===== src/include/conv_macros.svh =====
`ifndef CONV_MACROS_SVH
`define CONV_MACROS_SVH

// array shape
`define CONV_CORES 2
`define CONV_UNITS 4

// signed word widths
`define CONV_WORD_IN 8
`define CONV_WORD_ACC 24

// enabled cycles from the operand registers to the product
`define CONV_LAT_MUL 2

`endif


===== src/logic/conv_pkg.sv =====
`include "conv_macros.svh"

package conv_pkg;

  // sideband for the activation and pooling blocks downstream
  typedef struct packed {
    logic is_lrelu;
    logic is_max;
  } conv_user_t;

  // one input beat with a pixel per unit and a weight per core
  typedef struct packed {
    logic [`CONV_UNITS-1:0][`CONV_WORD_IN-1:0] pixels;
    logic [`CONV_CORES-1:0][`CONV_WORD_IN-1:0] weights;
  } conv_in_t;

  // sums indexed [core][unit]
  typedef struct packed {
    logic [`CONV_CORES-1:0][`CONV_UNITS-1:0][`CONV_WORD_ACC-1:0] sums;
  } conv_out_t;

  // what the output slice stores per entry
  typedef struct packed {
    conv_user_t user;
    conv_out_t  data;
  } conv_beat_t;

  typedef enum logic [1:0] {
    EMPTY,
    ONE,
    FULL
  } slice_state_t;

endpackage


===== src/logic/axis_conv_engine.sv =====
`timescale 1ns/1ps

module axis_conv_engine (
  input  logic                 aclk,
  input  logic                 reset,
  input  logic                 s_valid,
  output logic                 s_ready,
  input  logic                 s_last,
  input  conv_pkg::conv_user_t s_user,
  input  conv_pkg::conv_in_t   s_data,
  output logic                 m_valid,
  input  logic                 m_ready,
  output logic                 m_last,
  output conv_pkg::conv_user_t m_user,
  output conv_pkg::conv_out_t  m_data
);

  import conv_pkg::*;

  // slice ready doubles as the engine clock enable
  logic       clken;
  logic       eng_valid;
  logic       eng_last;
  conv_beat_t eng_beat;
  conv_beat_t out_beat;

  conv_engine engine_i (
    .aclk    (aclk),
    .reset   (reset),
    .clken   (clken),
    .s_valid (s_valid),
    .s_ready (s_ready),
    .s_last  (s_last),
    .s_user  (s_user),
    .s_data  (s_data),
    .m_valid (eng_valid),
    .m_last  (eng_last),
    .m_beat  (eng_beat)
  );

  axis_out_slice slice_i (
    .aclk    (aclk),
    .reset   (reset),
    .s_valid (eng_valid),
    .s_ready (clken),
    .s_last  (eng_last),
    .s_beat  (eng_beat),
    .m_valid (m_valid),
    .m_ready (m_ready),
    .m_last  (m_last),
    .m_beat  (out_beat)
  );

  assign m_user = out_beat.user;
  assign m_data = out_beat.data;

endmodule


===== src/logic/axis_out_slice.sv =====
`timescale 1ns/1ps

module axis_out_slice (
  input  logic                 aclk,
  input  logic                 reset,
  input  logic                 s_valid,
  output logic                 s_ready,
  input  logic                 s_last,
  input  conv_pkg::conv_beat_t s_beat,
  output logic                 m_valid,
  input  logic                 m_ready,
  output logic                 m_last,
  output conv_pkg::conv_beat_t m_beat
);

  import conv_pkg::*;

  slice_state_t state_q;
  conv_beat_t   main_beat;
  conv_beat_t   skid_beat;
  logic         main_last;
  logic         skid_last;
  logic         push;
  logic         pop;

  // ready only depends on the state, so it never loops back through m_ready
  assign s_ready = (state_q != FULL);
  assign m_valid = (state_q != EMPTY);
  assign m_last  = m_valid && main_last;
  assign m_beat  = main_beat;

  assign push = s_valid && s_ready;
  assign pop  = m_valid && m_ready;

  always_ff @(posedge aclk) begin
    if (reset) begin
      state_q <= EMPTY;
    end else begin
      case (state_q)
        EMPTY: if (push) state_q <= ONE;
        ONE: begin
          if (push && !pop) begin
            state_q <= FULL;
          end else if (!push && pop) begin
            state_q <= EMPTY;
          end
        end
        FULL: if (pop) state_q <= ONE;
        default: state_q <= EMPTY;
      endcase
    end
  end

  always_ff @(posedge aclk) begin
    if ((state_q == EMPTY && push) || (state_q == ONE && push && pop)) begin
      main_beat <= s_beat;
      main_last <= s_last;
    end else if (state_q == ONE && push) begin
      skid_beat <= s_beat;
      skid_last <= s_last;
    end else if (state_q == FULL && pop) begin
      main_beat <= skid_beat;
      main_last <= skid_last;
    end
  end

endmodule


===== src/logic/conv_engine.sv =====
`timescale 1ns/1ps
`include "conv_macros.svh"

module conv_engine #(
  parameter int CORES = `CONV_CORES,
  parameter int UNITS = `CONV_UNITS
) (
  input  logic                  aclk,
  input  logic                  reset,
  input  logic                  clken,
  input  logic                  s_valid,
  output logic                  s_ready,
  input  logic                  s_last,
  input  conv_pkg::conv_user_t  s_user,
  input  conv_pkg::conv_in_t    s_data,
  output logic                  m_valid,
  output logic                  m_last,
  output conv_pkg::conv_beat_t  m_beat
);

  import conv_pkg::*;

  // operand register, multiplier stages, accumulator
  localparam int DEPTH = `CONV_LAT_MUL + 2;

  logic                             accept;
  logic                             fresh_q;
  logic [DEPTH-1:0]                 last_q;
  conv_user_t                       user_q [DEPTH];
  logic signed [`CONV_WORD_ACC-1:0] cell_sum [CORES][UNITS];

  // the whole pipeline stalls with the output slice
  assign s_ready = clken;
  assign accept  = s_valid && clken;

  // first beat after reset or after a last beat opens a new sum
  always_ff @(posedge aclk) begin
    if (reset) begin
      fresh_q <= 1'b1;
    end else if (accept) begin
      fresh_q <= s_last;
    end
  end

  // end-of-group strobe aligned with the accumulator update
  always_ff @(posedge aclk) begin
    if (reset) begin
      last_q <= '0;
    end else if (clken) begin
      last_q <= {last_q[DEPTH-2:0], accept && s_last};
    end
  end

  always_ff @(posedge aclk) begin
    if (clken) begin
      user_q[0] <= s_user;
      for (int i = 1; i < DEPTH; i++) begin
        user_q[i] <= user_q[i-1];
      end
    end
  end

  for (genvar gc = 0; gc < CORES; gc++) begin : g_core
    for (genvar gu = 0; gu < UNITS; gu++) begin : g_unit
      mac_unit mac_i (
        .aclk    (aclk),
        .reset   (reset),
        .clken   (clken),
        .pixel   (s_data.pixels[gu]),
        .weight  (s_data.weights[gc]),
        .en      (accept),
        .restart (fresh_q),
        .sum     (cell_sum[gc][gu])
      );
    end
  end

  assign m_valid = last_q[DEPTH-1];
  // every output beat closes a group
  assign m_last  = last_q[DEPTH-1];

  always_comb begin
    m_beat      = '0;
    m_beat.user = user_q[DEPTH-1];
    for (int c = 0; c < CORES; c++) begin
      for (int u = 0; u < UNITS; u++) begin
        m_beat.data.sums[c][u] = cell_sum[c][u];
      end
    end
  end

endmodule


===== src/logic/mac_unit.sv =====
`timescale 1ns/1ps
`include "conv_macros.svh"

module mac_unit (
  input  logic                             aclk,
  input  logic                             reset,
  input  logic                             clken,
  input  logic signed [`CONV_WORD_IN-1:0]  pixel,
  input  logic signed [`CONV_WORD_IN-1:0]  weight,
  input  logic                             en,
  input  logic                             restart,
  output logic signed [`CONV_WORD_ACC-1:0] sum
);

  localparam int PROD_W = 2 * `CONV_WORD_IN;
  localparam int LAT = `CONV_LAT_MUL;

  logic signed [`CONV_WORD_IN-1:0]  pixel_q;
  logic signed [`CONV_WORD_IN-1:0]  weight_q;
  logic signed [PROD_W-1:0]         prod_q [LAT];
  logic [LAT:0]                     en_q;
  logic [LAT:0]                     restart_q;
  logic signed [`CONV_WORD_ACC-1:0] prod_ext;

  // full product sign extended to the accumulator
  assign prod_ext = {{(`CONV_WORD_ACC - PROD_W){prod_q[LAT-1][PROD_W-1]}}, prod_q[LAT-1]};

  // operand registers and multiplier pipeline
  always_ff @(posedge aclk) begin
    if (clken) begin
      pixel_q   <= pixel;
      weight_q  <= weight;
      prod_q[0] <= pixel_q * weight_q;
      for (int i = 1; i < LAT; i++) begin
        prod_q[i] <= prod_q[i-1];
      end
    end
  end

  // control shadow of the pipeline plus the accumulator
  always_ff @(posedge aclk) begin
    if (reset) begin
      en_q      <= '0;
      restart_q <= '0;
      sum       <= '0;
    end else if (clken) begin
      en_q      <= {en_q[LAT-1:0], en};
      restart_q <= {restart_q[LAT-1:0], restart};
      if (en_q[LAT]) begin
        if (restart_q[LAT]) begin
          sum <= prod_ext;
        end else begin
          sum <= sum + prod_ext;
        end
      end
    end
  end

endmodule


===== config.mk =====
export PLATFORM = sky130hd
export DESIGN_NAME = axis_conv_engine
export DESIGN_NICKNAME = d
export VERILOG_FILES = /design/src/logic/conv_pkg.sv /design/src/logic/axis_conv_engine.sv /design/src/logic/axis_out_slice.sv /design/src/logic/conv_engine.sv /design/src/logic/mac_unit.sv
export VERILOG_INCLUDE_DIRS = /design/src /design/src/include
export SDC_FILE = /design/constraint.sdc
export NUM_CORES = 2
export LEC_CHECK = 0
export ABC_AREA = 1
export BUFFER_PORTS_ARGS = -buffer_cell sky130_fd_sc_hd__buf_2
export CAP_MARGIN = 20
export CELL_PAD_IN_SITES_DETAIL_PLACEMENT = 2
export CELL_PAD_IN_SITES_GLOBAL_PLACEMENT = 2
export CORE_MARGIN = 4
export CORE_UTILIZATION = 43
export CTS_CLUSTER_DIAMETER = 150
export DETAILED_ROUTE_END_ITERATION = 12
export PLACE_DENSITY_LB_ADDON = 0.1
export SLEW_MARGIN = 40
export SYNTH_ARGS = -nofsm -noshare
export SYNTH_HDL_FRONTEND = slang
export SYNTH_SLANG_ARGS = --single-unit

===== constraint.sdc =====
create_clock -name aclk -period 98.1 [get_ports aclk]
set_clock_uncertainty 0.15 [all_clocks]
set_input_delay 4.905 -clock aclk [delete_from_list [all_inputs] [get_ports aclk]]
set_output_delay 4.905 -clock aclk [all_outputs]
set_load 0.005 [all_outputs]

==> results.md <==
- Status: complete, no violations
- Clock transition at path regs: 0.06 ns
- Final Core Density: 48.0%
- FFs w/ async S/R, synth: 0%
- Cts bufs inserted: 104
- Fin. Hold Viols: 0
- Drc violations: 0
- Filler Cell Count: 16058
- R2r setup slk: 92.74 ns
- Crit path kind: in2reg
- Area of the multi-input gates: 32700 um^2
- Sequential Area: 25200 um^2
- Placer Congestion: 0.842
- Iter 0 DRT Violations: 2869
- Worst VDD drop: 0.0165 mV
- Ys flop type: edfxtp_1
- HP Class: reg2reg
- Crit path cell chain: buf_2, inv_1, nand2_1, nand2_8, o21ai_4, buf_8, buf_4, buf_6
- Minimum clock period: 7.67 ns
- Largest net degree at the start of global routing: 123
- Ys Warns: 0
- DP Worst Slack: 89.60 ns
- Setup TNS: 0 ns
- # hold bufs at CTS: 0
- Period utilization: 7.82%
- CTS Buffer Depth: 3
- Worst Path Required: 98.31 ns
- P per Cell Area: 24.3 nW/um^2
- RSZ-0062 raised after global routing: no
- R2r endpoint: engine_i.g_core[1].g_unit[0].mac_i.prod_q[0][12]$_DFFE_PN_
- Max_slew headroom: 39.8%
- Core area: 148000 um^2
- Final hold slack: 0.251 ns
- Syn-to-layout area delta: 10.6%
- Post-CTS resize count: 0
- Total of max-cap violations: 0
- Skew-Pair Late Insertion Delay: 0.76 ns
- Vias in the first global route: 58409
- Pin slew with the least headroom to its limit: 0.904 ns
- Leak: 35.2 nW
- Commonest non-fill, non-tap cell in the layout: nand2_1
- Die footprint: 156000 um^2
- Post-CTS setup buffers: 0
- Hold Path Origin: engine_i.g_core[1].g_unit[0].mac_i.prod_q[0][15]$_DFFE_PN_
- Die W: 395 um
- Hold Crit Endpoint: engine_i.g_core[1].g_unit[0].mac_i.prod_q[0][31]$_DFFE_PN_
- Clk sinks: 907
- Post-DP HPWL: 164 mm
- Total gr overflow: 0
- Post-Place Cells: 9177
- Starting density of the core: 43.4%
- Cell Count, Final, Fillers Out: 9387
- Syn Inst Count: 7174
- Vias/cell: 5.43
- Final worst slack: 90.43 ns
- Post-synthesis sequential area ratio: 39.1%
- Post-synth EDFFs: 702
- Max FO, Critical Path: 84
- Drt wl/cell: 24.0 um
- NumNets Final: 8282
- Worst R2R Path Depth: 15
- Seq cells post-synth: 907
- Worst setup EP type: register
- Syn Nets: 8093
- Row count: 141
- CP max-delay cell: buf_6
- Worst path arrival time: 7.89 ns
- Detailed-route via count: 50946
- Die Ht: 395 um
- WL final: 225 mm
- Htree depth: 3
- Synth Area per Inst: 8.97 um^2
- Commonest non-fill, non-tap cells in the layout: nand2_1, inv_1, edfxtp_1
- First-pass GRT wire length: 349 mm
- Startpoint class of the critical path: primary input
- Final ANT Viol Nets: 0
- Synth unique cells: 47
- Port bufs: 251
- Io pins: 252
- Reg2Reg Launch Point: engine_i.g_core[0].g_unit[0].mac_i.pixel_q[2]$_DFFE_PN_
- TritonCTS clock tree: done
- Setup violations, final: 0
- Share of cells above drive strength 1: 10.2%
- Total track usage: 28.6%
- FMAX: 130 MHz
- Initial DRT Pass Iterations: 8
- Clock Tree Root: clkbuf_16
- Max incr delay on CP: 0.67 ns
- Antenna violations before repair: 6
- Max-slew violations: 0
- Post-synthesis cell area: 64300 um^2
- Hold Path Depth: 0
[metrics by stage]
stage | instance area (um^2) | power (mW)
2_1_floorplan | 64300 | 1.05
3_3_place_gp | 67300 | 1.25
3_5_place_dp | 67400 | 1.31
4_1_cts | 71000 | 1.74
5_1_grt | 71200 | 1.86
6_report | 71200 | 1.73
[state kept, by name, indices dropped and copies added (netlist names)]
| signal | flops |
|---|---|
| slice_i.main_last | 1 |
| engine_i.g_core.g_unit.mac_i.restart_q | 3 |
| engine_i.last_q | 4 |
| slice_i.state_q | 2 |
| engine_i.user_q | 8 |
| engine_i.g_core.g_unit.mac_i.sum | 192 |
| engine_i.g_core.g_unit.mac_i.weight_q | 16 |
| engine_i.fresh_q | 1 |
| engine_i.g_core.g_unit.mac_i.en_q | 3 |
| engine_i.g_core.g_unit.mac_i.prod_q | 256 |
| slice_i.m_beat | 194 |
| slice_i.skid_beat | 194 |
| engine_i.g_core.g_unit.mac_i.pixel_q | 32 |
| slice_i.skid_last | 1 |
[worst max-delay path: cells and delay by family]
| family | cells | cell delay, ns |
|---|---|---|
| AND/OR/NAND/NOR | 2 | 0.74 |
| AO/OA/AOI/OAI | 1 | 0.37 |
| buffers and inverters | 5 | 1.73 |
[area by class of cell]
cell class / instances / area share [%]
well taps: 1930 / 3.39
multi-input cells: 4594 / 45.9
repair buffers: 303 / 2.49
clock buffers: 129 / 3.96
flip-flops and latches: 907 / 35.4
inverters: 1453 / 7.69
diodes: 2 / 0.00703
clock inverters: 69 / 1.16
[logic make-up after synthesis]
family,share of synthesized area [%]
buffers and inverters,10.1
multiplexers,3.12
AND/OR/NAND/NOR,15.6
adder cells (fa/ha/maj),22.0
XOR/XNOR,2.44
AO/OA/AOI/OAI,7.56
flip-flops,39.1
[report_power, final]
part	leakage (nW)	internal, mW	total (mW)	switching [mW]
clock network	1.74	0.237	0.417	0.180
registers	8.73	0.498	0.554	0.0559
logic	24.7	0.265	0.760	0.495
[layer usage]
metal	global-route usage [%]	routed length, um	vias to the layer above	share of wire [%]
li1	-	-	23179	-
met1	37.3	97900	26398	43
met2	50.6	113000	1057	50
met3	2.72	7920	312	3.5
met4	8.41	6250	0	2.8
met5	0	0	-	0
[synthesized netlist by cell type, types with 58 or more instances]
| master | number | area share [%] |
|---|---|---|
| clkbuf_1 | 142 | 0.83 |
| mux2_2 | 178 | 3.1 |
| nand4_1 | 58 | 0.56 |
| a21oi_1 | 496 | 3.9 |
| inv_1 | 1446 | 8.4 |
| xnor2_1 | 87 | 1.2 |
| ha_1 | 416 | 8.1 |
| nand2_1 | 1549 | 9.0 |
| o21ai_0 | 312 | 2.4 |
| nor2_1 | 457 | 2.7 |
| dfxtp_1 | 205 | 6.4 |
| nand3_1 | 267 | 2.1 |
| edfxtp_1 | 702 | 33 |
| xor2_1 | 92 | 1.3 |
| fa_1 | 448 | 14 |
[worst max path at each step]
stage                                          startpoint                            to  slack [ns]  cells after the start
after floorplan           slice_i.state_q[0]$_SDFFE_PP0P_   slice_i.m_beat[0]$_DFFE_PP_       57.18                      4
after global placement                            m_ready  slice_i.m_beat[10]$_DFFE_PP_       89.49                      7
after detailed placement                          m_ready  slice_i.m_beat[12]$_DFFE_PP_       89.60                      7
after CTS                                         m_ready   slice_i.m_beat[9]$_DFFE_PP_       90.35                      7
after global routing                              m_ready  slice_i.m_beat[12]$_DFFE_PP_       90.31                      8
final                                             m_ready  slice_i.m_beat[12]$_DFFE_PP_       90.43                      8
Note: power is estimated with default switching activity, not from simulation.
